### src/vu_pkg.sv
package vu_pkg;

   ////////////////////////////////////////////////////////////////////////////
   // Sizes

   localparam int NUM_LANES      = 4;
   localparam int NUM_VREGS      = 8;
   localparam int SLOTS_PER_VREG = 4;
   localparam int MAX_VL         = NUM_LANES * SLOTS_PER_VREG;
   localparam int DATA_W         = 32;
   localparam int RF_DEPTH       = NUM_VREGS * SLOTS_PER_VREG;

   ////////////////////////////////////////////////////////////////////////////
   // Data and address types

   typedef logic [DATA_W-1:0]                 data_t;
   typedef logic [$clog2(NUM_VREGS)-1:0]      vreg_t;
   typedef logic [$clog2(SLOTS_PER_VREG)-1:0] slot_t;
   typedef logic [$clog2(RF_DEPTH)-1:0]       rf_addr_t;   // {vreg, slot}
   typedef logic [$clog2(MAX_VL+1)-1:0]       vl_t;
   typedef logic [NUM_LANES-1:0]              lane_mask_t;
   typedef logic [NUM_LANES-1:0][DATA_W-1:0]  lane_data_t; // Element l in lane l
   typedef logic [4:0]                        imm_t;

   ////////////////////////////////////////////////////////////////////////////
   // Encodings

   // Arithmetic ops first, the ALU relies on that order
   typedef enum logic [2:0] {
      VOP_ADD     = 3'd0,
      VOP_SUB     = 3'd1,
      VOP_AND     = 3'd2,
      VOP_OR      = 3'd3,
      VOP_XOR     = 3'd4,
      VOP_SLIDEUP = 3'd5,
      VOP_SLIDEDN = 3'd6,
      VOP_STORE   = 3'd7
   } vop_e;

   typedef enum logic [1:0] {
      OP2_VEC    = 2'd0,
      OP2_SCALAR = 2'd1,
      OP2_IMM    = 2'd2
   } op2_sel_e;

   typedef enum logic [1:0] {
      WB_ALU   = 2'd0,
      WB_SLIDE = 2'd1,
      WB_LOAD  = 2'd2
   } wb_sel_e;

endpackage

### src/lane_ctrl_if.sv
`timescale 1ns/1ps

interface lane_ctrl_if;

   // Read stage
   vu_pkg::rf_addr_t   rd_addr1;
   vu_pkg::rf_addr_t   rd_addr2;

   // Execute stage
   vu_pkg::vop_e       alu_op;
   vu_pkg::op2_sel_e   op2_sel;
   vu_pkg::data_t      operand;    // Scalar or extended immediate
   logic               slide_up;   // 1 moves data toward higher lanes

   // Write stage
   vu_pkg::lane_mask_t wr_en;
   vu_pkg::rf_addr_t   wr_addr;
   vu_pkg::wb_sel_e    wb_sel;

   modport ctrl (
      output rd_addr1, rd_addr2,
      output alu_op, op2_sel, operand, slide_up,
      output wr_en, wr_addr, wb_sel
   );

   modport lane (
      input rd_addr1, rd_addr2,
      input alu_op, op2_sel, operand,
      input wr_en, wr_addr, wb_sel
   );

   modport ring (
      input slide_up
   );

endinterface

### src/issue_ctrl.sv
`timescale 1ns/1ps

module issue_ctrl (
   input  logic               clk_i,
   input  logic               rst_i,
   input  logic               start_i,
   input  vu_pkg::vop_e       vop_i,
   input  vu_pkg::vreg_t      vd_i,
   input  vu_pkg::vreg_t      vs1_i,
   input  vu_pkg::vreg_t      vs2_i,
   input  vu_pkg::op2_sel_e   op2_sel_i,
   input  vu_pkg::data_t      scalar_i,
   input  vu_pkg::imm_t       imm_i,
   input  vu_pkg::vl_t        vl_i,
   input  logic               load_valid_i,
   input  vu_pkg::vreg_t      load_vreg_i,
   input  vu_pkg::slot_t      load_slot_i,
   output logic               ready_o,
   output logic               store_valid_o,
   output vu_pkg::lane_mask_t store_lane_valid_o,
   lane_ctrl_if.ctrl          ctrl_if
);

   // One slot in flight
   typedef struct packed {
      logic               valid;
      vu_pkg::vop_e       op;
      vu_pkg::slot_t      slot;
      vu_pkg::lane_mask_t mask;
   } stage_t;

   // Lane l of a slot holds element slot*4 + l
   function automatic vu_pkg::lane_mask_t tail_mask(vu_pkg::vl_t vl, vu_pkg::slot_t slot);
      vu_pkg::lane_mask_t m;
      for (int l = 0; l < vu_pkg::NUM_LANES; l++) begin
         m[l] = ({slot, 2'(l)} < vl);
      end
      return m;
   endfunction

   stage_t             s0_q, s1_q, s2_q;   // Read, execute, write
   logic [2:0]         n_in, n_q, slot_q, cnt_q;
   logic               accept, issue, load_ok;
   vu_pkg::vop_e       op_q, iss_op;
   vu_pkg::vreg_t      vd_q, vs1_q, vs2_q;
   vu_pkg::vl_t        vl_q, iss_vl;
   vu_pkg::slot_t      iss_slot;
   vu_pkg::op2_sel_e   op2_sel_q;
   vu_pkg::data_t      operand_d, operand_q;
   logic               slide_up_q;

   assign n_in    = 3'((vl_i + 6'd3) >> 2);   // Slot count, ceil(vl/4)
   assign ready_o = (cnt_q == '0);
   assign accept  = start_i && ready_o && (n_in != '0);
   assign issue   = accept || (slot_q < n_q);
   assign load_ok = load_valid_i && ready_o && !start_i;

   assign iss_op   = accept ? vop_i : op_q;
   assign iss_vl   = accept ? vl_i : vl_q;
   assign iss_slot = accept ? '0 : slot_q[1:0];

   always_comb begin
      case (op2_sel_i)
         vu_pkg::OP2_IMM: operand_d = {{(vu_pkg::DATA_W-$bits(imm_i)){imm_i[4]}}, imm_i};
         default:         operand_d = scalar_i;
      endcase
   end

   // Instruction fields, held until the next accept
   always_ff @(posedge clk_i) begin
      if (accept) begin
         op_q       <= vop_i;
         vd_q       <= vd_i;
         vs1_q      <= vs1_i;
         vs2_q      <= vs2_i;
         vl_q       <= vl_i;
         op2_sel_q  <= op2_sel_i;
         operand_q  <= operand_d;
         slide_up_q <= (vop_i == vu_pkg::VOP_SLIDEUP);
      end
   end

   ////////////////////////////////////////////////////////////////////////////
   // Slot sequencing and delay line

   always_ff @(posedge clk_i) begin
      if (!rst_i) begin
         n_q    <= '0;
         slot_q <= '0;
         cnt_q  <= '0;
         s0_q   <= '0;
         s1_q   <= '0;
         s2_q   <= '0;
      end else begin
         if (accept) begin
            n_q    <= n_in;
            slot_q <= 3'd1;
            cnt_q  <= n_in + 3'd3;   // Issue plus three stages of drain
         end else begin
            if (issue) slot_q <= slot_q + 3'd1;
            if (cnt_q != '0) cnt_q <= cnt_q - 3'd1;
         end
         s0_q.valid <= issue;
         if (issue) begin
            s0_q.op   <= iss_op;
            s0_q.slot <= iss_slot;
            s0_q.mask <= tail_mask(iss_vl, iss_slot);
         end
         s1_q <= s0_q;
         s2_q <= s1_q;
      end
   end

   assign ctrl_if.rd_addr1 = {vs1_q, s0_q.slot};
   assign ctrl_if.rd_addr2 = {vs2_q, s0_q.slot};
   assign ctrl_if.alu_op   = s1_q.op;
   assign ctrl_if.op2_sel  = op2_sel_q;
   assign ctrl_if.operand  = operand_q;
   assign ctrl_if.slide_up = slide_up_q;

   assign store_valid_o      = s2_q.valid && (s2_q.op == vu_pkg::VOP_STORE);
   assign store_lane_valid_o = store_valid_o ? s2_q.mask : '0;

   // Write port, pipeline first, loads only while idle
   always_comb begin
      if (s2_q.valid) begin
         ctrl_if.wr_en   = (s2_q.op == vu_pkg::VOP_STORE) ? '0 : s2_q.mask;
         ctrl_if.wr_addr = {vd_q, s2_q.slot};
         ctrl_if.wb_sel  = (s2_q.op inside {vu_pkg::VOP_SLIDEUP, vu_pkg::VOP_SLIDEDN}) ?
                           vu_pkg::WB_SLIDE : vu_pkg::WB_ALU;
      end else begin
         ctrl_if.wr_en   = {vu_pkg::NUM_LANES{load_ok}};
         ctrl_if.wr_addr = {load_vreg_i, load_slot_i};
         ctrl_if.wb_sel  = vu_pkg::WB_LOAD;
      end
   end

   a_start_idle : assert property (@(posedge clk_i) disable iff (!rst_i)
      start_i |-> ready_o)
      else $error("start_i while the unit is busy");

   a_load_idle : assert property (@(posedge clk_i) disable iff (!rst_i)
      load_valid_i |-> ready_o && !start_i)
      else $error("load_valid_i while busy or with start_i");

endmodule

### src/flat_wrapper.sv
// flat-port wrapper written by rule: the top's interface ports become plain ports
module issue_ctrl_flat 
  (clk_i, rst_i, start_i, vop_i, vd_i, vs1_i, vs2_i, op2_sel_i, scalar_i, imm_i, vl_i, load_valid_i, load_vreg_i, load_slot_i, ready_o, store_valid_o, store_lane_valid_o, ctrl_if_rd_addr1, ctrl_if_rd_addr2, ctrl_if_alu_op, ctrl_if_op2_sel, ctrl_if_operand, ctrl_if_slide_up, ctrl_if_wr_en, ctrl_if_wr_addr, ctrl_if_wb_sel);
  lane_ctrl_if ctrl_if_i ();
  input  logic clk_i;
  input  logic rst_i;
  input  logic start_i;
  input  vu_pkg::vop_e vop_i;
  input  vu_pkg::vreg_t vd_i;
  input  vu_pkg::vreg_t vs1_i;
  input  vu_pkg::vreg_t vs2_i;
  input  vu_pkg::op2_sel_e op2_sel_i;
  input  vu_pkg::data_t scalar_i;
  input  vu_pkg::imm_t imm_i;
  input  vu_pkg::vl_t vl_i;
  input  logic load_valid_i;
  input  vu_pkg::vreg_t load_vreg_i;
  input  vu_pkg::slot_t load_slot_i;
  output logic ready_o;
  output logic store_valid_o;
  output vu_pkg::lane_mask_t store_lane_valid_o;
  output wire logic [$bits(ctrl_if_i.rd_addr1)-1:0] ctrl_if_rd_addr1;
  output wire logic [$bits(ctrl_if_i.rd_addr2)-1:0] ctrl_if_rd_addr2;
  output wire logic [$bits(ctrl_if_i.alu_op)-1:0] ctrl_if_alu_op;
  output wire logic [$bits(ctrl_if_i.op2_sel)-1:0] ctrl_if_op2_sel;
  output wire logic [$bits(ctrl_if_i.operand)-1:0] ctrl_if_operand;
  output wire logic [$bits(ctrl_if_i.slide_up)-1:0] ctrl_if_slide_up;
  output wire logic [$bits(ctrl_if_i.wr_en)-1:0] ctrl_if_wr_en;
  output wire logic [$bits(ctrl_if_i.wr_addr)-1:0] ctrl_if_wr_addr;
  output wire logic [$bits(ctrl_if_i.wb_sel)-1:0] ctrl_if_wb_sel;
  assign ctrl_if_rd_addr1 = ctrl_if_i.rd_addr1;
  assign ctrl_if_rd_addr2 = ctrl_if_i.rd_addr2;
  assign ctrl_if_alu_op = ctrl_if_i.alu_op;
  assign ctrl_if_op2_sel = ctrl_if_i.op2_sel;
  assign ctrl_if_operand = ctrl_if_i.operand;
  assign ctrl_if_slide_up = ctrl_if_i.slide_up;
  assign ctrl_if_wr_en = ctrl_if_i.wr_en;
  assign ctrl_if_wr_addr = ctrl_if_i.wr_addr;
  assign ctrl_if_wb_sel = ctrl_if_i.wb_sel;
  issue_ctrl u_core (.clk_i(clk_i), .rst_i(rst_i), .start_i(start_i), .vop_i(vop_i), .vd_i(vd_i), .vs1_i(vs1_i), .vs2_i(vs2_i), .op2_sel_i(op2_sel_i), .scalar_i(scalar_i), .imm_i(imm_i), .vl_i(vl_i), .load_valid_i(load_valid_i), .load_vreg_i(load_vreg_i), .load_slot_i(load_slot_i), .ready_o(ready_o), .store_valid_o(store_valid_o), .store_lane_valid_o(store_lane_valid_o), .ctrl_if(ctrl_if_i));
endmodule
### config.mk
export PLATFORM = sky130hd
export DESIGN_NAME = issue_ctrl_flat
export DESIGN_NICKNAME = d
export VERILOG_FILES = /design/src/vu_pkg.sv /design/src/lane_ctrl_if.sv /design/src/issue_ctrl.sv /design/src/flat_wrapper.sv
export SDC_FILE = /design/constraint.sdc
export NUM_CORES = 1
export LEC_CHECK = 0
export BUFFER_PORTS_ARGS = -buffer_cell sky130_fd_sc_hd__clkbuf_2
export CELL_PAD_IN_SITES_DETAIL_PLACEMENT = 0
export CELL_PAD_IN_SITES_GLOBAL_PLACEMENT = 2
export CORE_ASPECT_RATIO = 0.5
export CORE_MARGIN = 3
export CORE_UTILIZATION = 27
export DETAILED_ROUTE_END_ITERATION = 10
export PLACE_DENSITY = 0.79
export SYNTH_ARGS = -nofsm -noshare
export SYNTH_HDL_FRONTEND = slang
export SYNTH_SLANG_ARGS = --single-unit
### constraint.sdc
create_clock -name clk_i -period 2.6 [get_ports clk_i]
set_input_delay 0.26 -clock clk_i [delete_from_list [all_inputs] [get_ports clk_i]]
set_output_delay 0.26 -clock clk_i [all_outputs]
set_load 0.03 [all_outputs]
# After elaboration in Yosys (flattened, before gate mapping)

Index checks and enable logic that the tools add are counted.

$add $sub $neg: 4
Mux-type cells: 14
Reductions and logical operators: 14
Eq/ne operators: 5
Bitwise gates (word level): 1
Magnitude comparators: 5

Operators by type and width:

| kind                | number |
|---|---|
| $mux 32             | 1 |
| $lt 4x5->1          | 4 |
| $eq 3x3->1 const B  | 4 |
| $mux 4              | 3 |
| $mux 5              | 2 |
| $mux 3              | 3 |
| $reduce_bool 2->1   | 3 |
| $reduce_bool 3->1   | 2 |
| $add 5x2->5 const B | 1 |
| $logic_and 1x1->1   | 5 |
| $mux 2              | 2 |
| $add 3x1->3 const B | 1 |
| $add 3x2->3 const B | 1 |
| $logic_not 3->1     | 1 |
| $lt 3x3->1          | 1 |
| $mux 1              | 3 |
| $sub 3x1->3 const B | 1 |
| $eq 2x2->1 const B  | 1 |
| $reduce_or 2->1     | 1 |
| $logic_not 1->1     | 1 |
| $logic_or 1x1->1    | 1 |
| $not 1->1           | 1 |

Register bits after elaboration: 91
Output and inout port bits: 65
Word-level logic and storage cells: 67
Input bits: 65

# Longest topological paths before layout

Gate-level depths: netlist of run 1.

Word-level depth: 6
Depth in mapped cells: 13
Gate-level depth less buffers: 13

# Worst setup path before layout of run 1

No wires, ideal clock.

Kind: input port to flip-flop
From: input vl_i[0]
To: register u_core.s0_q[2] (netlist name)
Setup time: 0.130 ns
Path slack: 0.032 ns
Arrival time: 2.438 ns
Buffers on the path: 1
Data required time: 2.470 ns
Stages on the path: 12
Path through: o21ai_0 -> xor2_1 -> ha_1 -> and2b_2 -> mux2i_4 -> nand2_4 -> buf_4 -> and2_1 -> ha_1 -> nand4_1 -> a311oi_1 -> o22ai_1

Word-level cells in the longest chain between the ends: 5
Elaborated cells on any way between the ends: 7
Classes of those cells: 1 x add/sub; 1 x order compare; 2 x mux; 3 x reduce/logical

Ends and longest elaborated chain:

| what                   | RTL line           | text |
|---|---|---|
| from (decl)            | flat_wrapper.sv:15 | `input vu_pkg::vl_t vl_i;` |
| $add 5x2->5            | issue_ctrl.sv:52   | `assign n_in = 3'((vl_i + 6'd3) >> 2);` |
| $reduce_bool 3->1      | issue_ctrl.sv:54   | `assign accept = start_i && ready_o && (n_in != '0);` |
| $logic_and 1x1->1      | issue_ctrl.sv:54   |  |
| $mux 2                 | issue_ctrl.sv:60   | `assign iss_slot = accept ? '0 : slot_q[1:0];` |
| net u_core.iss_slot[1] | issue_ctrl.sv:47   | `vu_pkg::slot_t iss_slot;` |
| $lt 4x5->1             | issue_ctrl.sv:36   | `m[l] = ({slot, 2'(l)} < vl);` |
| to (decl)              | issue_ctrl.sv:41   | `stage_t s0_q, s1_q, s2_q;` |

The timed path passes the listed nets, and every way through them passes these cells.
A chain may end at the register's enable or synchronous reset.

# Worst setup path after layout of run 1

From: input vl_i[0]
To: register u_core.s0_q[2] (netlist name)

Word-level cells in the longest chain between the ends: 5
Elaborated cells on any way between the ends: 7
Classes of those cells: 1 x add/sub; 1 x order compare; 2 x mux; 3 x reduce/logical

Ends and longest elaborated chain:

| what                 | RTL line         | text |
|---|---|---|
| $add 5x2->5          | issue_ctrl.sv:52 |  |
| $reduce_bool 3->1    | issue_ctrl.sv:54 |  |
| $logic_and 1x1->1    | issue_ctrl.sv:54 |  |
| $mux 5               | issue_ctrl.sv:59 | `assign iss_vl = accept ? vl_i : vl_q;` |
| net u_core.iss_vl[2] | issue_ctrl.sv:46 | `vu_pkg::vl_t vl_q, iss_vl;` |
| $lt 4x5->1           | issue_ctrl.sv:36 |  |

The timed path passes the listed nets, and every way through them passes these cells.

==> qor.yml, run 1 <==
post_synth_instance_area_sq_um: 3800
worst-slew-pin-transition_ns: 0.575
timing.final.setup_violations: 0
route.vias.total: 2788
crit_fanout: 5
synth_seq_cells: 91
worst_ep_arrival_time_ns: 2.59
worst_clock_skew_ns: 0.00877
diodes: 0
drt_pass1_iterations: 4
number_of_antenna_violations_at_the_first_check_in_global_routing: 0
drv_cap: 0
place_congestion: 0.782
cp_slowest_stage_delay_ns: 0.33
route.layer.met1.wl_mm: 4.11
placeableCoreArea_sq_um: 13200
final_cell_mix: "sky130_fd_sc_hd__clkbuf_2, sky130_fd_sc_hd__nand2_1, sky130_fd_sc_hd__dfxtp_1"
worst_skew_pair.late_latency_ns: 0.34
edff_count_synth: 44
place_hpwl_mm: 6.65
fraction_of_final_layout_cells_sized_beyond_drive_strength_1_pct: 37.6
mostFrequentLayoutCell: "sky130_fd_sc_hd__clkbuf_2"
ir_drop_v: 0.000335
ys_warn_count: 0
synthesis.area_per_instance_sq_um: 10.9
number_of_post_cts_setup_repair_buffers: 0
drc: 0
wire_length_of_the_first_global_routing_pass_mm: 14.5
placement_rows: 29
clock_tree.root_cell: "sky130_fd_sc_hd__clkbuf_16"
whs_ns: 0.0962
yosysUniqueCellTypes: 52
grt_max_degree: 36
synth-async-reset-ratio_pct: 0
worstRegToRegCells: 10
worst_setup_path_startpoint: "vl_i[0]"
slew-limit-headroom_pct: 61.7
hold_path_class: "in2reg"
clk_path_buf_depth: 2
launching_point_of_the_worst_reg2reg_path: "u_core.cnt_q[0]"
met2_length_mm: 3.88
grt_overflow_total: 0
finalNetCount: 562
clkTransAtPathRegs_ns: 0.07
drt_wl_total_mm: 8.76
endpoint: "u_core.s0_q[2]"
setup_repair_after_global_routing_missed_its_margin: "false"
fmaxAchievable_ghz: 0.421
antenna_violating_nets_left: 0
post_layout_nonfiller_instances: 678
post_cts.resized_instances: 0
buffer_ports.inserted: 129
period_minus_slack_ns: 2.38
areaGrowthSynthToFinish_pct: 32.4
synthCells: 349
top_layer_used: "met4"
ys.flop_type: "sky130_fd_sc_hd__dfxtp_1"
design.die.area_sq_um: 15600
first_global_vias: 2774
post-place-cells: 662
dr.first_iter.drc_count: 117
ys_top_cells_by_area: "sky130_fd_sc_hd__edfxtp_1, sky130_fd_sc_hd__dfxtp_1, sky130_fd_sc_hd__nand2_1, sky130_fd_sc_hd__and2_1, sky130_fd_sc_hd__ha_1"
setup.worst_path.end_class: "flip-flop"
timing.critical_path.required_ns: 2.81
cts.htree.levels: 3
critPathLaunchType: "primary input"
tritoncts: "yes"
cts.sink_count: 91
yosysTopAreaCell: "sky130_fd_sc_hd__edfxtp_1"
final_count_of_hold_timing_violations: 0
cts_hold_buffers: 0
cpMaxStageDelayCell: "sky130_fd_sc_hd__a311oi_1"
drt-wirelength-per-cell_microns: 12.9
timing_worst_setup_path_type: "in2reg"
final.fill_count: 1384
status: "completed"
numCtsBuffers: 9
die_y_microns: 89.9
p_leak_nw: 2.38
avgViaCountPerCell: 4.11
met3RoutedLength_microns: 659
die_width_microns: 174
design.portCount: 130
pwr_density_cell_nw_per_um2: 1030
mappedNetlistNets: 424
start_util_pct: 28.8
slew_violations: 0
yosys.area.top_type_share_pct: 34.8
post_synthesis_sequential_area_ratio_pct: 59.5
path_cells: "clkbuf_2, o21ai_0, xor2_1, ha_1, and2b_2, mux2i_4, nand2_4, mux2i_1, inv_1, ha_1, nand4_1, a311oi_1, o22ai_1"
cp_common_cell: "sky130_fd_sc_hd__ha_1"
global_routing_usage_summed_across_all_routing_layers_pct: 11.6
layout_worst_path_cycle_share_pct: 91.5
regToRegSetupSlack_ns: 0.25
critical_path.reg2reg.endpoint: "u_core.s0_q[2]"
==> critical path, delay by kind of cell <==
kind / cells / cell delay, ns
AOI/OAI and AO/OA: 3 / 0.65
xor gates and xnor gates: 1 / 0.12
adders and majority gates: 2 / 0.52
buffers and inverters: 2 / 0.18
muxes: 2 / 0.39
and+or+nand+nor: 3 / 0.47
==> state kept, by name, indices dropped and copies added (netlist names), 5 cells and up <==
register                count
u_core.s0_q                 8
u_core.s1_q                 7
u_core.ctrl_if.operand     32
u_core.vl_q                 5
u_core.s2_q                10
==> logic make-up (layout without fill, tap and decap cells) <==
kind of cell	after synthesis	count (layout)	synth area share, %
buf+inv	35	178	4.67
flops	91	91	59.5
compound gates	44	44	7.90
xor+xnor	8	8	1.84
fa+ha+maj	10	10	3.29
mux	17	17	5.23
simple gates	144	144	17.5
==> stage by stage <==
| step | area [sq um] | TNS, ns | setup WS, ns | total power (W) | util (%) |
|---|---|---|---|---|---|
| finish | 5030 | 0 | 0.222 | 0.00520 | 38.1 |
| CTS | 5030 | 0 | 0.225 | 0.00529 | 38.1 |
| global placement | 4720 | 0 | 0.0158 | 0.00389 | 35.8 |
| global route | 5030 | 0 | 0.0442 | 0.00553 | 38.1 |
| detailed placement | 4720 | -0.189 | -0.134 | 0.00390 | 35.8 |
| floorplan | 3800 | 0 | 0.0317 | 0.00335 | - |
==> final cells by class <==
class	count	area (sq um)	area share (%)
multi-input combinational	223	1360	27.1
timing repair buffer	148	813	16.2
inverter	14	52.6	1.04
clock buffer	10	239	4.75
tap	186	233	4.63
clock inverter	6	70.1	1.39
sequential	91	2260	45.0
==> Yosys cell counts (all sizes together), types with 2 or more instances <==
cell type  instances
mux2              10
nor2b              3
o21ai             13
clkbuf             8
and2              23
a31oi              3
xnor2              4
mux2i              7
dfxtp             47
a21oi              6
o21a               2
ha                10
nand2b             2
o211a              2
nand2             88
inv               14
a21boi             3
edfxtp            44
o22ai              6
and3               3
nand3              2
nand3b             2
nor2              15
buf               13
xor2               4
==> power by group <==
group / internal (W) / switching (W)
clock network: 0.000782 / 0.000570
registers: 0.00192 / 0.000147
logic: 0.000644 / 0.00114
==> per-layer routing <==
metal	vias to the layer above	GRT usage, %
met1	1245	15.1
met4	0	3.61
met3	10	4.12
met5	-	0
li1	1452	-
met2	81	18.1
==> worst min-delay path by stage <==
stage / start / end / slack (ns) / cells after the start
4_1_cts: vd_i[2] / u_core.vd_q[2] / 0.08 / 1
3_3_place_gp: u_core.s1_q[9] / u_core.s2_q[9] / 0.41 / 1
2_1_floorplan: op2_sel_i[0] / u_core.ctrl_if.op2_sel[0] / 0.36 / 0
3_5_place_dp: u_core.s1_q[4] / u_core.s2_q[4] / 0.42 / 1
6_report: vd_i[1] / u_core.vd_q[1] / 0.1 / 1
5_1_grt: vd_i[0] / u_core.vd_q[0] / 0.08 / 1
(Power assumes the default switching activity.)
==> run 2: changes to the inputs <==
--- a/config.mk
+++ b/config.mk
@@ -10,9 +10,9 @@
 export CELL_PAD_IN_SITES_GLOBAL_PLACEMENT = 2
 export CORE_ASPECT_RATIO = 0.5
 export CORE_MARGIN = 3
-export CORE_UTILIZATION = 27
+export CORE_UTILIZATION = 30
 export DETAILED_ROUTE_END_ITERATION = 10
-export PLACE_DENSITY = 0.79
+export PLACE_DENSITY = 0.83
 export SYNTH_ARGS = -nofsm -noshare
 export SYNTH_HDL_FRONTEND = slang
 export SYNTH_SLANG_ARGS = --single-unit
==> constraint.sdc (replaced) <==
create_clock -name clk_i -period 3 [get_ports clk_i]
set_input_delay 0.3 -clock clk_i [delete_from_list [all_inputs] [get_ports clk_i]]
set_output_delay 0.3 -clock clk_i [all_outputs]
set_load 0.03 [all_outputs]
==> qor.yml, run 2 (synthesis results as in run 1) <==
status: "completed"
critPathLaunchType: "primary input"
slew_violations: 0
timing_worst_setup_path_type: "in2reg"
drt-wirelength-per-cell_microns: 13.0
placement_rows: 28
first_global_vias: 2712
final_count_of_hold_timing_violations: 0
grt_overflow_total: 0
clock_tree.root_cell: "sky130_fd_sc_hd__clkbuf_16"
finalSetupTns_ns: 0
timing.critical_path.required_ns: 3.20
place_congestion: 0.776
place_hpwl_mm: 6.37
power.share.sequential_pct: 41.3
drc: 0
largest_register_ffs: 32
crit_family: "simple AND/OR/NAND/NOR gates"
clkTransAtPathRegs_ns: 0.07
route.layer.met1.wl_mm: 3.71
final.fill_count: 1211
p_leak_nw: 2.30
netSwitchingFraction_pct: 36.7
period_minus_slack_ns: 2.61
final_cell_mix: "sky130_fd_sc_hd__clkbuf_2, sky130_fd_sc_hd__nand2_1, sky130_fd_sc_hd__dfxtp_1"
numCtsBuffers: 9
route.vias.total: 2747
layout_setup_ws_ns: 0.389
cts_hold_buffers: 0
number_of_antenna_violations_at_the_first_check_in_global_routing: 0
slew-limit-headroom_pct: 53.1
drv_cap: 0
cellInternalPower_w: 0.00275
crit_fanout: 7
cpMaxStageDelayCell: "sky130_fd_sc_hd__a311oi_1"
die_width_microns: 165
worst_skew_pair.late_latency_ns: 0.33
buffer_ports.inserted: 129
post_cts.resized_instances: 0
hold_path_class: "in2reg"
fraction_of_final_layout_cells_sized_beyond_drive_strength_1_pct: 36.0
path_cells: "clkbuf_2, nor2_1, xor2_1, ha_1, and2_2, mux2i_4, nand2_4, mux2i_1, inv_1, ha_1, nand4_1, a311oi_1, o22ai_1"
avgViaCountPerCell: 4.26
pwr_density_cell_nw_per_um2: 891
finalNetCount: 550
cp_slowest_stage_delay_ns: 0.31
grt_max_degree: 36
combinationalPowerShare_pct: 34.1
ir_drop_v: 0.000327
setup.worst_path.end_class: "flip-flop"
die_y_microns: 85.6
drt_wl_total_mm: 8.41
clk_path_buf_depth: 2
mostFrequentLayoutCell: "sky130_fd_sc_hd__clkbuf_2"
areaGrowthSynthToFinish_pct: 28.2
layout_worst_path_cycle_share_pct: 87.0
antenna_violating_nets_left: 0
global_routing_usage_summed_across_all_routing_layers_pct: 12.3
setup_repair_after_global_routing_missed_its_margin: "false"
dr.first_iter.drc_count: 161
top_layer_used: "met4"
placeableCoreArea_sq_um: 12100
fmaxAchievable_ghz: 0.383
timing.final.setup_violations: 0
worst_clock_skew_ns: 0.00588
worst_ep_arrival_time_ns: 2.81
cts.sink_count: 91
pwr-share-clk_pct: 24.6
tritoncts: "yes"
number_of_post_cts_setup_repair_buffers: 0
met3RoutedLength_microns: 552
cts.htree.levels: 3
place_ws_ns: 0.0463
start_util_pct: 31.4
diodes: 0
wire_length_of_the_first_global_routing_pass_mm: 13.7
power.total_w: 0.00434
design.die.area_sq_um: 14100
design.portCount: 130
drt_pass1_iterations: 4
worst-path-buf-inv: 2
met2_length_mm: 4.03
cp_common_cell: "sky130_fd_sc_hd__ha_1"
net-switching-power_w: 0.00159
worst-slew-pin-transition_ns: 0.704
[run 2: cell count changes in the layout (fill, tap and decap cells not counted), sizes merged]
| cell | change |
|---|---|
| bufinv | -1 |
| clkbuf | -1 |
| clkinv | -2 |
| inv | +2 |
| clkinvlp | +2 |
| buf | -12 |
[run 2: worst paths after layout]
path / startpoint / to / slack, ns / depth (start not counted)
worst max register to register: u_core.cnt_q[0] / u_core.s0_q[2] / 0.58 / 10
worst min-delay path: vd_i[0] / u_core.vd_q[0] / 0.14 / 1
worst min register to register: u_core.s1_q[5] / u_core.s2_q[5] / 0.43 / 1
worst max-delay path: vl_i[0] / u_core.s0_q[2] / 0.39 / 13
[run 2: power by group through the flow]
stage / Clock, W / Sequential (W) / Combinational (W)
4_1_cts: 0.00110 / 0.00180 / 0.00150
3_3_place_gp: 0 / 0.00182 / 0.00150
5_1_grt: 0.00115 / 0.00183 / 0.00163
3_5_place_dp: 0 / 0.00182 / 0.00150
2_1_floorplan: 0 / 0.00203 / 0.000871
6_report: 0.00107 / 0.00179 / 0.00148
[run 2: per-layer routing]
metal / vias up / GRT usage [%]
met4: 0 / 3.50
met3: 9 / 4.82
met5: - / 0
met2: 73 / 19.8
met1: 1240 / 15.3
li1: 1425 / -
[run 2: per-stage QoR]
step | instance area [sq um] | std cells | util (%) | hold WS (ns)
3_3_place_gp | 4590 | 629 | 38.0 | 0.415
3_5_place_dp | 4590 | 629 | 38.0 | 0.419
2_1_floorplan | 3800 | 349 | - | 0.399
4_1_cts | 4870 | 645 | 40.3 | 0.121
5_1_grt | 4870 | 645 | 40.3 | 0.124
6_report | 4870 | 645 | 40.3 | 0.138
[run 2: cell type report]
| type | instances | area, sq um | share of cell area, % |
|---|---|---|---|
| Clock buffer | 9 | 225 | 4.62 |
| Timing Repair Buffer | 136 | 711 | 14.6 |
| Clock inverter | 7 | 56.3 | 1.16 |
| Sequential cell | 91 | 2260 | 46.4 |
| Inverter | 14 | 52.6 | 1.08 |
| Multi-Input combinational cell | 223 | 1360 | 27.9 |
| Tap cell | 165 | 206 | 4.24 |
