File: config.mk
export PLATFORM = sky130hd
export DESIGN_NAME = slide_network_flat
export DESIGN_NICKNAME = d
export VERILOG_FILES = /design/src/vu_pkg.sv /design/src/lane_ctrl_if.sv /design/src/slide_network.sv /design/src/flat_wrapper.sv
export SDC_FILE = /design/constraint.sdc
export NUM_CORES = 1
export LEC_CHECK = 0
export BUFFER_PORTS_ARGS = -buffer_cell sky130_fd_sc_hd__buf_2
export CAP_MARGIN = 10
export CORE_MARGIN = 8
export CORE_UTILIZATION = 45
export DETAILED_ROUTE_END_ITERATION = 7
export PLACE_DENSITY_LB_ADDON = 0.25
export SLEW_MARGIN = 25
export SYNTH_ARGS = -nofsm -noshare
export SYNTH_HDL_FRONTEND = slang
export SYNTH_SLANG_ARGS = --single-unit
File: constraint.sdc
create_clock -name clk_i -period 1.2 [get_ports clk_i]
set_clock_uncertainty 0.2 [all_clocks]
set_input_delay 0.06 -clock clk_i [delete_from_list [all_inputs] [get_ports clk_i]]
set_output_delay 0.06 -clock clk_i [all_outputs]
set_load 0.05 [all_outputs]
File: src/vu_pkg.sv
package vu_pkg;

   ////////////////////////////////////////////////////////////////////////////
   // Sizes

   localparam int NUM_LANES      = 4;
   localparam int NUM_VREGS      = 8;
   localparam int SLOTS_PER_VREG = 4;
   localparam int MAX_VL         = NUM_LANES * SLOTS_PER_VREG;
   localparam int DATA_W         = 32;
   localparam int RF_DEPTH       = NUM_VREGS * SLOTS_PER_VREG;

   ////////////////////////////////////////////////////////////////////////////
   // Data and address types

   typedef logic [DATA_W-1:0]                 data_t;
   typedef logic [$clog2(NUM_VREGS)-1:0]      vreg_t;
   typedef logic [$clog2(SLOTS_PER_VREG)-1:0] slot_t;
   typedef logic [$clog2(RF_DEPTH)-1:0]       rf_addr_t;   // {vreg, slot}
   typedef logic [$clog2(MAX_VL+1)-1:0]       vl_t;
   typedef logic [NUM_LANES-1:0]              lane_mask_t;
   typedef logic [NUM_LANES-1:0][DATA_W-1:0]  lane_data_t; // Element l in lane l
   typedef logic [4:0]                        imm_t;

   ////////////////////////////////////////////////////////////////////////////
   // Encodings

   // Arithmetic ops first, the ALU relies on that order
   typedef enum logic [2:0] {
      VOP_ADD     = 3'd0,
      VOP_SUB     = 3'd1,
      VOP_AND     = 3'd2,
      VOP_OR      = 3'd3,
      VOP_XOR     = 3'd4,
      VOP_SLIDEUP = 3'd5,
      VOP_SLIDEDN = 3'd6,
      VOP_STORE   = 3'd7
   } vop_e;

   typedef enum logic [1:0] {
      OP2_VEC    = 2'd0,
      OP2_SCALAR = 2'd1,
      OP2_IMM    = 2'd2
   } op2_sel_e;

   typedef enum logic [1:0] {
      WB_ALU   = 2'd0,
      WB_SLIDE = 2'd1,
      WB_LOAD  = 2'd2
   } wb_sel_e;

endpackage

File: src/lane_ctrl_if.sv
`timescale 1ns/1ps

interface lane_ctrl_if;

   // Read stage
   vu_pkg::rf_addr_t   rd_addr1;
   vu_pkg::rf_addr_t   rd_addr2;

   // Execute stage
   vu_pkg::vop_e       alu_op;
   vu_pkg::op2_sel_e   op2_sel;
   vu_pkg::data_t      operand;    // Scalar or extended immediate
   logic               slide_up;   // 1 moves data toward higher lanes

   // Write stage
   vu_pkg::lane_mask_t wr_en;
   vu_pkg::rf_addr_t   wr_addr;
   vu_pkg::wb_sel_e    wb_sel;

   modport ctrl (
      output rd_addr1, rd_addr2,
      output alu_op, op2_sel, operand, slide_up,
      output wr_en, wr_addr, wb_sel
   );

   modport lane (
      input rd_addr1, rd_addr2,
      input alu_op, op2_sel, operand,
      input wr_en, wr_addr, wb_sel
   );

   modport ring (
      input slide_up
   );

endinterface

File: src/slide_network.sv
`timescale 1ns/1ps

module slide_network (
   input  logic                clk_i,
   input  logic                rst_i,
   input  vu_pkg::lane_data_t  lane_data_i,
   lane_ctrl_if.ring           ctrl_if,
   output vu_pkg::lane_data_t  lane_data_o
);

   localparam int NL = vu_pkg::NUM_LANES;

   vu_pkg::lane_data_t rot_d;
   vu_pkg::lane_data_t rot_q;

   ////////////////////////////////////////////////////////////////////////////
   // Ring rotation by one lane

   always_comb begin
      for (int l = 0; l < NL; l++) begin
         if (ctrl_if.slide_up) begin
            rot_d[l] = lane_data_i[(l + NL - 1) % NL];   // Lane 0 takes lane 3
         end else begin
            rot_d[l] = lane_data_i[(l + 1) % NL];        // Lane 3 takes lane 0
         end
      end
   end

   // Same latency as the ALU result
   always_ff @(posedge clk_i) begin
      if (!rst_i) begin
         rot_q <= '0;
      end else begin
         rot_q <= rot_d;
      end
   end

   assign lane_data_o = rot_q;

endmodule

File: src/flat_wrapper.sv
// flat-port wrapper written by rule: the top's interface ports become plain ports
module slide_network_flat 
  (clk_i, rst_i, lane_data_i, lane_data_o, ctrl_if_slide_up);
  lane_ctrl_if ctrl_if_i ();
  input  logic clk_i;
  input  logic rst_i;
  input  vu_pkg::lane_data_t lane_data_i;
  output vu_pkg::lane_data_t lane_data_o;
  input wire logic [$bits(ctrl_if_i.slide_up)-1:0] ctrl_if_slide_up;
  assign ctrl_if_i.slide_up = ctrl_if_slide_up;
  slide_network u_core (.clk_i(clk_i), .rst_i(rst_i), .lane_data_i(lane_data_i), .ctrl_if(ctrl_if_i), .lane_data_o(lane_data_o));
endmodule
== Word-level counts from Yosys, hierarchy flattened ==
Index checks and enable logic that the tools add are counted.
Word-level totals
  output and inout port bits: 128
  register bits: 128
Operators by class
  muxes and demuxes: 4
Operator list (count)
  32-bit two-way mux: 4

== Longest topological paths before layout ==
Gate-level depths: netlist (run 1).
  word-level depth: 1
  gate-level depth with buffers: 4
  depth with buffers taken out: 2

== Worst setup path before layout (run 1) ==
No wires, ideal clock.
  path type: input-to-reg
  from: in rst_i
  to: reg u_core.rot_q, in the netlist u_core.lane_data_o[0]
  arrival time: 0.638 ns
  path buffers: 2
  cell stages on the path: 3
  path slack: 0.297 ns
  cells stage by stage: clkbuf_1 -> clkbuf_1 -> nor2b_1
RTL lines
  from (decl): line flat_wrapper.sv:6  | input logic rst_i;
  to (signal assigned): line slide_network.sv:34  | rot_q <= rot_d;
  to (decl): line slide_network.sv:14  | vu_pkg::lane_data_t rot_q;
No word-level cell between the ends.

== Worst setup path after layout (run 1) ==
  from: reg u_core.rot_q, in the netlist u_core.lane_data_o[124]
  to: out lane_data_o[124] in the netlist's numbering
RTL lines
  to (decl): line flat_wrapper.sv:8  | output vu_pkg::lane_data_t lane_data_o;
No word-level cell between the ends.

==> impl_results.html, run 1 <==
<table>
<tr><th>Metric</th><th>Value</th></tr>
<tr><th colspan="2">Timing</th></tr>
<tr><td>Count of endpoints failing hold in the final timing report</td><td>between 100 and 150</td></tr>
<tr><td>Final-report setup violation count</td><td>around 130</td></tr>
<tr><td>Unrepaired setup endpoints after global routing</td><td>yes</td></tr>
<tr><td>Setup ws final</td><td>-0.0753 ns</td></tr>
<tr><td>Slew at the pin with the worst max-slew slack</td><td>around 0.24 ns</td></tr>
<tr><td>Max Freq</td><td>~0.8 GHz</td></tr>
<tr><td>Fin crit period</td><td>approximately 1.3 ns</td></tr>
<tr><td>Final clock period utilization by the worst path</td><td>106%</td></tr>
<tr><td>Tightest slew margin relative to the limit</td><td>roughly 83%</td></tr>
<tr><td>Count of pins over their slew limit</td><td>0</td></tr>
<tr><td>Final hold slack</td><td>-0.259 ns</td></tr>
<tr><th colspan="2">Job</th></tr>
<tr><td>Max-capacitance violation count</td><td>0</td></tr>
<tr><th colspan="2">Floorplanning</th></tr>
<tr><td>Die width</td><td>121 µm</td></tr>
<tr><td>Core region area</td><td>between 10,000 and 15,000 µm²</td></tr>
<tr><td>Vertical extent of the die</td><td>~120 µm</td></tr>
<tr><td>Initial cell density of the core</td><td>46.0%</td></tr>
<tr><td>Number of core rows</td><td>38</td></tr>
<tr><td>I/O pin cnt</td><td>259</td></tr>
<tr><td>Die Area</td><td>14,700 µm²</td></tr>
<tr><th colspan="2">Setup path</th></tr>
<tr><td>Required time worst endpoint</td><td>approximately 0.94 ns</td></tr>
<tr><td>CP max FO</td><td>1</td></tr>
<tr><td>CP peak stage delay</td><td>0.35 ns</td></tr>
<tr><td>Chain of cells forming the critical path</td><td>buf_8</td></tr>
<tr><td>Type of origin of the critical path</td><td>flop</td></tr>
<tr><td>Cell with the biggest individual delay on the critical path</td><td>dfxtp_2</td></tr>
<tr><td>Critical Path AT</td><td>a little over 1 ns</td></tr>
<tr><td>Buffers plus inverters on the worst setup path</td><td>1</td></tr>
<tr><td>Capturing element type of the critical path</td><td>output pin</td></tr>
<tr><td>Crit path kind</td><td>reg -&gt; out</td></tr>
<tr><td>Cell family contributing the most delay on the critical path</td><td>flip-flops</td></tr>
<tr><th colspan="2">Global route</th></tr>
<tr><td>Overall global routing resource usage</td><td>about 27%</td></tr>
<tr><td>Vias in the first global route</td><td>5,531</td></tr>
<tr><td>Global-route wire length before repair</td><td>around 30,000 µm</td></tr>
<tr><td>Largest net degree at the start of global routing</td><td>slightly above 80</td></tr>
<tr><td>Leftover overflow at the end of global routing</td><td>0</td></tr>
<tr><td>Number of antenna violations at the first check in global routing</td><td>4</td></tr>
<tr><th colspan="2">Synth</th></tr>
<tr><td>Post-synthesis sequential area ratio</td><td>between 50 and 60%</td></tr>
<tr><td>Portion of synthesized cell area occupied by the leading cell type</td><td>around half</td></tr>
<tr><td>Number of synthesized register bits</td><td>roughly 130</td></tr>
<tr><td>Post-synthesis area per instance</td><td>around 12 µm²</td></tr>
<tr><td>Post-Syn Area</td><td>4970 µm²</td></tr>
<tr><td>Net count after synthesis</td><td>between 500 and 600</td></tr>
<tr><td>Number of synthesis warnings</td><td>0</td></tr>
<tr><td>Share of flip-flops with an asynchronous set or reset after synthesis</td><td>0%</td></tr>
<tr><td>Synthesized instance count</td><td>~410</td></tr>
<tr><td>Most area-consuming cells after synthesis</td><td>dfxtp_1 (52%), mux2i_1 (26%), nor2b_1 (16%)</td></tr>
<tr><td>Leading register cell type out of synthesis</td><td>dfxtp_1</td></tr>
<tr><td>Top cells by instance count after synthesis</td><td>dfxtp_1 (128), mux2i_1 (128), nor2b_1 (128), clkbuf_1 (14), buf_12 (13)</td></tr>
<tr><td>Cell variety after synth</td><td>6</td></tr>
<tr><td>Number of enable-type register cells in the synthesized netlist</td><td>0</td></tr>
<tr><td>Post-synthesis cell type with the largest combined area</td><td>dfxtp_1</td></tr>
<tr><th colspan="2">Clock tree</th></tr>
<tr><td>Buffer type at the clock tree root</td><td>clkbuf_8</td></tr>
<tr><td>Maximum buffer depth of the clock tree</td><td>2</td></tr>
<tr><td>CTS tree</td><td>done</td></tr>
<tr><td>Number of buffers created by CTS</td><td>17</td></tr>
<tr><td>Count of H-tree levels built during CTS</td><td>4</td></tr>
<tr><td>Number of sinks driven by the clock tree</td><td>between 100 and 150</td></tr>
<tr><td>Clock transition time at the flip-flop clock pins of the worst setup and hold paths</td><td>0.06 ns</td></tr>
<tr><th colspan="2">Pwr</th></tr>
<tr><td>Leakage power summed over all cells</td><td>about 4.5 nW</td></tr>
<tr><td>Comb power frac</td><td>about a quarter</td></tr>
<tr><td>Internal power component</td><td>between 9 and 10 mW</td></tr>
<tr><td>VDD IR max</td><td>0.00122 V</td></tr>
<tr><td>Clock power frac</td><td>38.0%</td></tr>
<tr><td>Total power consumption of the routed design</td><td>13.1 mW</td></tr>
<tr><td>Switching part of the total power</td><td>about 29%</td></tr>
<tr><td>Fraction of power consumed by sequential logic</td><td>between 30 and 40%</td></tr>
<tr><td>Power density over the cells</td><td>1370 nW/µm²</td></tr>
<tr><td>Switching power summed over all nets</td><td>approximately 3.8 mW</td></tr>
<tr><th colspan="2">Status</th></tr>
<tr><td>Run status</td><td>complete, but fails checks</td></tr>
<tr><td>Violations in the final reports</td><td>hold timing, setup timing</td></tr>
<tr><th colspan="2">Route</th></tr>
<tr><td>Detailed-router iteration count before antenna repair</td><td>4</td></tr>
<tr><td>DR vias/cell</td><td>a little under 5</td></tr>
<tr><td>Drt wl/cell</td><td>roughly 21 µm</td></tr>
<tr><td>Total via count in the routed design</td><td>~4.7k</td></tr>
<tr><td>1st-iter DRT viols</td><td>~230</td></tr>
<tr><td>Number of remaining DRC errors</td><td>0</td></tr>
<tr><td>Post-route ant nets</td><td>0</td></tr>
<tr><td>Final Routed Wirelength</td><td>20,000 µm</td></tr>
<tr><th colspan="2">Final layout</th></tr>
<tr><td>Filler instances</td><td>between 400 and 500</td></tr>
<tr><td>Flip-flop count of the largest register after layout</td><td>128</td></tr>
<tr><td>Layout net count</td><td>930</td></tr>
<tr><td>Area grow syn2layout</td><td>92.7%</td></tr>
<tr><td>Post-layout instance area</td><td>about 9600 µm²</td></tr>
<tr><td>Share of final-layout standard cells stronger than drive strength 1</td><td>~52%</td></tr>
<tr><th colspan="2">Placed design</th></tr>
<tr><td>GP Congestion</td><td>between 0.7 and 0.8</td></tr>
<tr><td>IO Port Bufs</td><td>roughly 260</td></tr>
<tr><td>Half-perimeter wire length after placement</td><td>10,000 µm</td></tr>
<tr><td>Area post-placement</td><td>roughly 6200 µm²</td></tr>
<tr><th colspan="2">Worst hold path</th></tr>
<tr><td>Worst hold path class</td><td>in -&gt; reg</td></tr>
</table>
==> worst min-delay path, cell delays in order <==
cell and delay [ns]:
buf_6 0.16, mux2i_1 0.09, nor2b_1 0.10
==> cell type report <==
cell class / count / area, µm² / area share (%)
timing repair buffer: 396 / 4010 / 41.9
tap: 140 / 175 / 1.83
multi-input combinational: 256 / 2080 / 21.7
clock inverter: 6 / 80.1 / 0.836
sequential: 128 / 2720 / 28.4
antenna: 5 / 12.5 / 0.131
clock buffer: 24 / 490 / 5.12
==> path summary, 6_finish.rpt <==
| path | from | to | slack, ns | cells after the start |
|---|---|---|---|---|
| setup / recovery | u_core.lane_data_o[124] | lane_data_o[124] | -0.08 | 1 |
| hold / removal | ctrl_if_slide_up | u_core.lane_data_o[83] | -0.26 | 3 |
==> kinds of logic (layout without fill, tap and decap cells) <==
family	count (synthesis)	count (layout)	synth area share, %
DFF	128	128	51.6
muxes	128	128	25.8
buffers and inverters	28	426	6.52
and+or+nand+nor	128	128	16.1
other	0	5	0
==> per-stage QoR <==
stage | util (%) | setup TNS, ns | worst slack (ns) | std cells
6_report | 88.7 | -5.50 | -0.0753 | 955
5_1_grt | 88.7 | -9.80 | -0.106 | 954
4_1_cts | 88.4 | -10.40 | -0.105 | 953
3_5_place_dp | 57.8 | 0 | 0.0732 | 790
3_3_place_gp | 57.8 | 0 | 0.120 | 790
2_1_floorplan | - | 0 | 0.297 | 412
==> per-layer routing <==
layer / up-vias / GRT usage, % / routed length [µm]
li1: 2142 / - / -
met1: 2224 / 22.1 / 6380
met2: 221 / 52.5 / 11300
met3: 75 / 8.28 / 1290
met4: 0 / 18.7 / 1110
met5: - / 0 / 0
==> power groups by stage <==
stage	Clock [mW]	Sequential [mW]	Combinational, mW
global placement	0	4.70	2.23
global route	5.21	4.84	3.42
CTS	5.02	4.79	3.16
finish	4.97	4.82	3.30
floorplan	0	5.72	0.647
detailed placement	0	4.70	2.27
==> cells in the final DEF (no fill, tap or decap) <==
cell and instances:
clkbuf_8 6, buf_6 3, buf_8 126, buf_4 3
dfxtp_2 128, dlygate4sd3_1 130, clkinv_2 4, dlymetal6s4s_1 2
clkbuf_1 2, mux2i_1 128, buf_2 127, bufinv_16 2
nor2b_1 128, diode_2 5, buf_12 5, clkbuf_16 16
==> timing repair <==
item / 4_1_cts / 5_1_grt
hold buffers: 133 / 2
hold endpoints to repair: 128 / 126
setup endpoints to repair: 128 / 133
buffers inserted: 0 / 0
gates resized for setup: 500 / 12
Note: power is estimated with default switching activity, not from simulation.
==> inputs of run 2 (changes only) <==
--- a/config.mk
+++ b/config.mk
@@ -11,6 +11,7 @@
 export CORE_UTILIZATION = 45
 export DETAILED_ROUTE_END_ITERATION = 7
 export PLACE_DENSITY_LB_ADDON = 0.25
+export SKIP_CTS_REPAIR_TIMING = 1
 export SLEW_MARGIN = 25
 export SYNTH_ARGS = -nofsm -noshare
 export SYNTH_HDL_FRONTEND = slang
==> run 2 against run 1 <==
  * The flow still finishes with violations (hold timing, setup timing)
  * Total power fell by 0.32%
  * Cell area fell by 1.5%
  * Critical path depth unchanged
  * Via count is essentially flat
  * First-iteration DRC count rose by 29%
  * Utilization is 1.4 points lower
  * Cell count fell by 0.21%
  * Die area did not move
  * Critical path type unchanged
  * Highest routed layer unchanged
==> impl_results.html, run 2 (synthesis gave the netlist of run 1 again) <==
<table>
<tr><th>Metric</th><th>Value</th></tr>
<tr><th colspan="2">Floorplanning</th></tr>
<tr><td>Vertical extent of the die</td><td>121 µm (unchanged)</td></tr>
<tr><td>Die Area</td><td>14,700 µm² (unchanged)</td></tr>
<tr><td>I/O pin cnt</td><td>259 (unchanged)</td></tr>
<tr><td>Initial cell density of the core</td><td>46.0% (unchanged)</td></tr>
<tr><td>Number of core rows</td><td>38 (unchanged)</td></tr>
<tr><td>Core region area</td><td>10,800 µm² (unchanged)</td></tr>
<tr><td>Die width</td><td>121 µm (unchanged)</td></tr>
<tr><th colspan="2">Global route</th></tr>
<tr><td>Leftover overflow at the end of global routing</td><td>0 (unchanged)</td></tr>
<tr><td>Vias in the first global route</td><td>4,039 (was 5,531)</td></tr>
<tr><td>Global-route wire length before repair</td><td>19,500 µm (was 29,900 µm)</td></tr>
<tr><td>Overall global routing resource usage</td><td>17.2% (was 26.8%)</td></tr>
<tr><td>Number of antenna violations at the first check in global routing</td><td>2 (was 4)</td></tr>
<tr><td>Largest net degree at the start of global routing</td><td>81 (unchanged)</td></tr>
<tr><th colspan="2">Route</th></tr>
<tr><td>Detailed-router iteration count before antenna repair</td><td>4 (unchanged)</td></tr>
<tr><td>Total via count in the routed design</td><td>4,660 (was 4,662)</td></tr>
<tr><td>DR vias/cell</td><td>4.89 (was 4.88)</td></tr>
<tr><td>Final Routed Wirelength</td><td>19,900 µm (was 20,000 µm)</td></tr>
<tr><td>Number of remaining DRC errors</td><td>0 (unchanged)</td></tr>
<tr><td>Post-route ant nets</td><td>0 (unchanged)</td></tr>
<tr><td>1st-iter DRT viols</td><td>299 (was 231)</td></tr>
<tr><td>Drt wl/cell</td><td>20.9 µm (was 21.0 µm)</td></tr>
<tr><th colspan="2">Timing</th></tr>
<tr><td>Final clock period utilization by the worst path</td><td>108% (was 106%)</td></tr>
<tr><td>Count of endpoints failing hold in the final timing report</td><td>85 (was 126)</td></tr>
<tr><td>Tightest slew margin relative to the limit</td><td>80.5% (was 83.2%)</td></tr>
<tr><td>Count of pins over their slew limit</td><td>0 (unchanged)</td></tr>
<tr><td>Setup ws final</td><td>-0.0930 ns (was -0.0753 ns)</td></tr>
<tr><td>Unrepaired setup endpoints after global routing</td><td>yes (unchanged)</td></tr>
<tr><td>Final hold slack</td><td>-0.252 ns (was -0.259 ns)</td></tr>
<tr><td>Max Freq</td><td>0.773 GHz (was 0.784 GHz)</td></tr>
<tr><td>Final-report setup violation count</td><td>128 (unchanged)</td></tr>
<tr><td>Setup total negative slack</td><td>-6.77 ns (was -5.50 ns)</td></tr>
<tr><td>Fin crit period</td><td>1.29 ns (was 1.28 ns)</td></tr>
<tr><td>Slew at the pin with the worst max-slew slack</td><td>0.292 ns (was 0.245 ns)</td></tr>
<tr><th colspan="2">Pwr</th></tr>
<tr><td>VDD IR max</td><td>0.00106 V (was 0.00122 V)</td></tr>
<tr><td>Total power consumption of the routed design</td><td>13.0 mW (was 13.1 mW)</td></tr>
<tr><td>Power density over the cells</td><td>1380 nW/µm² (was 1370 nW/µm²)</td></tr>
<tr><td>Leakage power summed over all cells</td><td>4.43 nW (was 4.49 nW)</td></tr>
<tr><th colspan="2">Setup path</th></tr>
<tr><td>CP peak stage delay</td><td>0.36 ns (was 0.35 ns)</td></tr>
<tr><td>Capturing element type of the critical path</td><td>output pin (unchanged)</td></tr>
<tr><td>Required time worst endpoint</td><td>0.94 ns (about the same)</td></tr>
<tr><td>Crit path kind</td><td>reg -&gt; out (unchanged)</td></tr>
<tr><td>Chain of cells forming the critical path</td><td>buf_8 (unchanged)</td></tr>
<tr><td>Type of origin of the critical path</td><td>flop (unchanged)</td></tr>
<tr><td>Buffers plus inverters on the worst setup path</td><td>1 (unchanged)</td></tr>
<tr><td>Cell with the biggest individual delay on the critical path</td><td>dfxtp_2 (unchanged)</td></tr>
<tr><td>Cell family contributing the most delay on the critical path</td><td>flip-flops (unchanged)</td></tr>
<tr><td>Critical Path AT</td><td>1.03 ns (was 1.02 ns)</td></tr>
<tr><td>CP max FO</td><td>1 (unchanged)</td></tr>
<tr><th colspan="2">Placed design</th></tr>
<tr><td>Post-placement setup slack</td><td>0.0732 ns (unchanged)</td></tr>
<tr><td>Half-perimeter wire length after placement</td><td>10,000 µm (unchanged)</td></tr>
<tr><td>GP Congestion</td><td>0.772 (unchanged)</td></tr>
<tr><td>IO Port Bufs</td><td>258 (unchanged)</td></tr>
<tr><th colspan="2">Status</th></tr>
<tr><td>Violations in the final reports</td><td>hold timing, setup timing (unchanged)</td></tr>
<tr><td>Run status</td><td>complete, but fails checks (unchanged)</td></tr>
<tr><th colspan="2">Final layout</th></tr>
<tr><td>Most used cells in the layout excluding fill and tap cells</td><td>dlygate4sd3_1 (129), buf_2 (129), mux2i_1 (128), nor2b_1 (128), dfxtp_2 (128) (was dlygate4sd3_1 (130), mux2i_1 (128), nor2b_1 (128), dfxtp_2 (128), buf_2 (127))</td></tr>
<tr><td>Layout net count</td><td>929 (was 930)</td></tr>
<tr><td>Area grow syn2layout</td><td>89.7% (was 92.7%)</td></tr>
<tr><td>Filler instances</td><td>453 (was 415)</td></tr>
<tr><td>Utilization after layout</td><td>87.3% (was 88.7%)</td></tr>
<tr><td>Flip-flop count of the largest register after layout</td><td>128 (unchanged)</td></tr>
<tr><td>Share of final-layout standard cells stronger than drive strength 1</td><td>52.2% (was 51.9%)</td></tr>
<tr><th colspan="2">Clock tree</th></tr>
<tr><td>CTS tree</td><td>done (unchanged)</td></tr>
<tr><td>Count of H-tree levels built during CTS</td><td>4 (unchanged)</td></tr>
<tr><td>Number of sinks driven by the clock tree</td><td>128 (unchanged)</td></tr>
<tr><td>Clock transition time at the flip-flop clock pins of the worst setup and hold paths</td><td>0.06 ns (about the same)</td></tr>
<tr><td>Maximum buffer depth of the clock tree</td><td>2 (unchanged)</td></tr>
<tr><td>Buffer type at the clock tree root</td><td>clkbuf_8 (unchanged)</td></tr>
<tr><td>Number of buffers created by CTS</td><td>17 (unchanged)</td></tr>
<tr><th colspan="2">Job</th></tr>
<tr><td>Max-capacitance violation count</td><td>0 (unchanged)</td></tr>
<tr><th colspan="2">Worst hold path</th></tr>
<tr><td>Worst hold path class</td><td>in -&gt; reg (unchanged)</td></tr>
</table>
==> run 2: worst paths after layout <==
path / endpoint / slack (ns) / cells after the start / startpoint
hold / removal: u_core.lane_data_o[83] / -0.25 / 3 / ctrl_if_slide_up
setup / recovery: lane_data_o[82] / -0.09 / 1 / u_core.lane_data_o[82]
==> run 2: final cells by class <==
type / count / area (µm²) / area share (%)
sequential: 128 / 2720 / 28.9
timing repair buffer: 395 / 3860 / 41.0
tap: 140 / 175 / 1.86
multi-input combinational: 256 / 2080 / 22.1
clock buffer: 24 / 490 / 5.20
antenna: 4 / 10.0 / 0.106
clock inverter: 6 / 80.1 / 0.850
==> run 2: stage by stage <==
stage / instances / instance area (µm²)
floorplan: 412 / 4970
global placement: 790 / 6240
finish: 953 / 9430
global route: 951 / 9420
CTS: 820 / 6810
detailed placement: 790 / 6240
==> run 2: per-layer routing <==
metal | vias up | wire length [µm] | track usage [%]
met2 | 225 | 11100 | 31.2
met1 | 2222 | 6280 | 15.2
met4 | 0 | 1140 | 10.3
met5 | - | 0 | 0
met3 | 78 | 1340 | 8.24
li1 | 2135 | - | -
==> run 2: power by group <==
group | leakage (nW) | switching, mW | internal (mW)
clock network | 0.287 | 1.82 | 3.20
logic | 3.04 | 1.75 | 1.47
registers | 1.10 | 0.203 | 4.60
total | 4.43 | 3.77 | 9.27
==> inputs of run 3 (changes only) <==
--- a/config.mk
+++ b/config.mk
@@ -7,8 +7,10 @@
 export LEC_CHECK = 0
 export BUFFER_PORTS_ARGS = -buffer_cell sky130_fd_sc_hd__buf_2
 export CAP_MARGIN = 10
-export CORE_MARGIN = 8
-export CORE_UTILIZATION = 45
+export CELL_PAD_IN_SITES_DETAIL_PLACEMENT = 0
+export CELL_PAD_IN_SITES_GLOBAL_PLACEMENT = 2
+export CORE_UTILIZATION = 28
+export CTS_BUF_LIST = sky130_fd_sc_hd__clkbuf_2 sky130_fd_sc_hd__clkbuf_4 sky130_fd_sc_hd__clkbuf_8
 export DETAILED_ROUTE_END_ITERATION = 7
 export PLACE_DENSITY_LB_ADDON = 0.25
 export SKIP_CTS_REPAIR_TIMING = 1
==> run 3 against run 2 <==
  * Non-clock buffer count grew 1
  * Die area rose by 25%
  * Highest routed layer unchanged
  * Worst setup slack better by 0.11 ns
  * Sequential share of layout area up 0.10 points
  * The run ends with hold timing left
  * Routed wire length decreased by 28%
  * Fmax is 9.2% higher
  * Cell count up 8.8%
  * Utilization is 33 points lower
  * First-iteration DRC count down 74%
  * Clock-buffer cell count down 2
  * Clock power fell by 25%
  * Sequential cell count unchanged
==> impl_results.html, run 3 (synthesis gave the netlist of run 1 again) <==
<table>
<tr><th>Metric</th><th>Value</th></tr>
<tr><th colspan="2">Status</th></tr>
<tr><td>Run status</td><td>complete, but fails checks (unchanged)</td></tr>
<tr><td>Violations in the final reports</td><td>hold timing (was hold timing, setup timing)</td></tr>
<tr><th colspan="2">Clock tree</th></tr>
<tr><td>Count of H-tree levels built during CTS</td><td>4 (unchanged)</td></tr>
<tr><td>Buffer type at the clock tree root</td><td>clkbuf_8 (unchanged)</td></tr>
<tr><td>CTS tree</td><td>done (unchanged)</td></tr>
<tr><td>Number of sinks driven by the clock tree</td><td>128 (unchanged)</td></tr>
<tr><td>Clock transition time at the flip-flop clock pins of the worst setup and hold paths</td><td>0.07 ns (was 0.06 ns)</td></tr>
<tr><td>Maximum buffer depth of the clock tree</td><td>2 (unchanged)</td></tr>
<tr><td>Number of buffers created by CTS</td><td>17 (unchanged)</td></tr>
<tr><th colspan="2">Setup path</th></tr>
<tr><td>Capturing element type of the critical path</td><td>output pin (unchanged)</td></tr>
<tr><td>Chain of cells forming the critical path</td><td>buf_8 (unchanged)</td></tr>
<tr><td>Required time worst endpoint</td><td>0.94 ns (about the same)</td></tr>
<tr><td>Critical path launch point</td><td>u_core.lane_data_o[68] (was u_core.lane_data_o[82])</td></tr>
<tr><td>CP max FO</td><td>1 (unchanged)</td></tr>
<tr><td>Path length in cells of the critical path</td><td>1 (unchanged)</td></tr>
<tr><td>Buffers plus inverters on the worst setup path</td><td>1 (unchanged)</td></tr>
<tr><td>Cell with the biggest individual delay on the critical path</td><td>dfxtp_2 (unchanged)</td></tr>
<tr><td>Critical Path AT</td><td>0.92 ns (was 1.03 ns)</td></tr>
<tr><td>Cell family contributing the most delay on the critical path</td><td>flip-flops (unchanged)</td></tr>
<tr><td>CP peak stage delay</td><td>0.35 ns (was 0.36 ns)</td></tr>
<tr><td>Type of origin of the critical path</td><td>flop (unchanged)</td></tr>
<tr><td>Capture point of the critical path</td><td>lane_data_o[68] (was lane_data_o[82])</td></tr>
<tr><td>Crit path kind</td><td>reg -&gt; out (unchanged)</td></tr>
<tr><th colspan="2">Timing</th></tr>
<tr><td>Final clock period utilization by the worst path</td><td>98.7% (was 108%)</td></tr>
<tr><td>Slew at the pin with the worst max-slew slack</td><td>0.284 ns (was 0.292 ns)</td></tr>
<tr><td>Fin crit period</td><td>1.18 ns (was 1.29 ns)</td></tr>
<tr><td>Final hold slack</td><td>-0.177 ns (was -0.252 ns)</td></tr>
<tr><td>Unrepaired setup endpoints after global routing</td><td>yes (unchanged)</td></tr>
<tr><td>Max Freq</td><td>0.844 GHz (was 0.773 GHz)</td></tr>
<tr><td>Tightest slew margin relative to the limit</td><td>81.1% (was 80.5%)</td></tr>
<tr><td>Final-report setup violation count</td><td>0 (was 128)</td></tr>
<tr><td>Setup ws final</td><td>0.0157 ns (was -0.0930 ns)</td></tr>
<tr><td>Count of endpoints failing hold in the final timing report</td><td>4 (was 85)</td></tr>
<tr><td>Count of pins over their slew limit</td><td>0 (unchanged)</td></tr>
<tr><th colspan="2">Final layout</th></tr>
<tr><td>Filler instances</td><td>1,446 (was 453)</td></tr>
<tr><td>Layout net count</td><td>930 (was 929)</td></tr>
<tr><td>Share of final-layout standard cells stronger than drive strength 1</td><td>52.6% (was 52.2%)</td></tr>
<tr><td>Number of antenna cells inserted</td><td>0 (was 4)</td></tr>
<tr><td>Flip-flop count of the largest register after layout</td><td>128 (unchanged)</td></tr>
<tr><td>Most used cells in the layout excluding fill and tap cells</td><td>dlygate4sd3_1 (129), buf_2 (129), mux2i_1 (128), nor2b_1 (128), dfxtp_2 (128) (unchanged)</td></tr>
<tr><td>Area grow syn2layout</td><td>89.0% (was 89.7%)</td></tr>
<tr><th colspan="2">Pwr</th></tr>
<tr><td>VDD IR max</td><td>0.000585 V (was 0.00106 V)</td></tr>
<tr><td>Power density over the cells</td><td>1240 nW/µm² (was 1380 nW/µm²)</td></tr>
<tr><td>Leakage power summed over all cells</td><td>4.36 nW (was 4.43 nW)</td></tr>
<tr><th colspan="2">Placed design</th></tr>
<tr><td>GP Congestion</td><td>0.723 (was 0.772)</td></tr>
<tr><td>Half-perimeter wire length after placement</td><td>9460 µm (was 10,000 µm)</td></tr>
<tr><td>Post-placement setup slack</td><td>0.0538 ns (was 0.0732 ns)</td></tr>
<tr><td>IO Port Bufs</td><td>258 (unchanged)</td></tr>
<tr><th colspan="2">Floorplanning</th></tr>
<tr><td>Die Area</td><td>18,300 µm² (was 14,700 µm²)</td></tr>
<tr><td>Number of core rows</td><td>48 (was 38)</td></tr>
<tr><td>Core region area</td><td>17,300 µm² (was 10,800 µm²)</td></tr>
<tr><td>Initial cell density of the core</td><td>28.7% (was 46.0%)</td></tr>
<tr><td>Vertical extent of the die</td><td>135 µm (was 121 µm)</td></tr>
<tr><td>Die width</td><td>135 µm (was 121 µm)</td></tr>
<tr><td>I/O pin cnt</td><td>259 (unchanged)</td></tr>
<tr><th colspan="2">Worst hold path</th></tr>
<tr><td>Worst hold path class</td><td>in -&gt; reg (unchanged)</td></tr>
<tr><th colspan="2">Route</th></tr>
<tr><td>Final Routed Wirelength</td><td>14,400 µm (was 19,900 µm)</td></tr>
<tr><td>Detailed-router iteration count before antenna repair</td><td>4 (unchanged)</td></tr>
<tr><td>Number of remaining DRC errors</td><td>0 (unchanged)</td></tr>
<tr><td>Total via count in the routed design</td><td>4,293 (was 4,660)</td></tr>
<tr><td>Drt wl/cell</td><td>13.9 µm (was 20.9 µm)</td></tr>
<tr><td>Post-route ant nets</td><td>0 (unchanged)</td></tr>
<tr><td>DR vias/cell</td><td>4.14 (was 4.89)</td></tr>
<tr><td>1st-iter DRT viols</td><td>79 (was 299)</td></tr>
<tr><th colspan="2">Global route</th></tr>
<tr><td>Largest net degree at the start of global routing</td><td>75 (was 81)</td></tr>
<tr><td>Vias in the first global route</td><td>3,771 (was 4,039)</td></tr>
<tr><td>Global-route wire length before repair</td><td>18,900 µm (was 19,500 µm)</td></tr>
<tr><td>Number of antenna violations at the first check in global routing</td><td>0 (was 2)</td></tr>
<tr><td>Overall global routing resource usage</td><td>13.8% (was 17.2%)</td></tr>
<tr><td>Leftover overflow at the end of global routing</td><td>0 (unchanged)</td></tr>
<tr><th colspan="2">Job</th></tr>
<tr><td>Max-capacitance violation count</td><td>0 (unchanged)</td></tr>
</table>
==> run 3: cell types whose count changed in the layout (fill, tap and decap cells not counted), moves of 4 or more <==
cell | previous run | this run
clkinvlp_4 | 0 | 4
clkbuf_8 | 6 | 20
clkbuf_16 | 16 | 0
diode_2 | 4 | 0
==> run 3: per-stage QoR <==
step	setup TNS, ns	utilization (%)	cell area (µm²)	cells	power [mW]
6_report	0	54.3	9390	1037	11.6
4_1_cts	-13.80	39.2	6780	908	10.8
5_1_grt	-3.55	54.3	9390	1037	12.2
3_3_place_gp	0	36.9	6380	876	6.94
2_1_floorplan	0	-	4970	412	6.36
3_5_place_dp	0	36.9	6380	876	6.98
==> run 3: power by group <==
part           switching (mW)  internal [mW]
Combinational            1.64           1.49
Clock                    1.70           2.04
Sequential              0.175           4.60
Total                    3.52           8.12
==> run 3: metal layers <==
metal / vias up / share of wire, % / GRT usage, %
met2: 131 / 55 / 25.0
met1: 2020 / 37 / 13.8
met4: 0 / 1.3 / 5.81
met3: 9 / 6.6 / 5.84
met5: - / 0 / 0
li1: 2133 / - / -
==> run 3: cell type report <==
type | instances | area (µm²) | area share [%]
Sequential cell | 128 | 2720 | 29.0
Clock inverter | 10 | 110 | 1.17
Timing Repair Buffer | 396 | 3910 | 41.6
Tap cell | 225 | 282 | 3.00
Multi-Input combinational cell | 256 | 2080 | 22.2
Clock buffer | 22 | 290 | 3.09
==> run 3: worst min-delay path by stage <==
stage	start	endpoint	slack (ns)	cells after the start
2_1_floorplan	lane_data_i[32]	u_core.lane_data_o[0]	0.03	2
3_3_place_gp	lane_data_i[105]	u_core.lane_data_o[73]	0.13	3
3_5_place_dp	lane_data_i[82]	u_core.lane_data_o[50]	0.14	3
4_1_cts	lane_data_i[76]	u_core.lane_data_o[108]	-0.35	3
5_1_grt	ctrl_if_slide_up	u_core.lane_data_o[77]	-0.22	3
6_report	ctrl_if_slide_up	u_core.lane_data_o[13]	-0.18	3
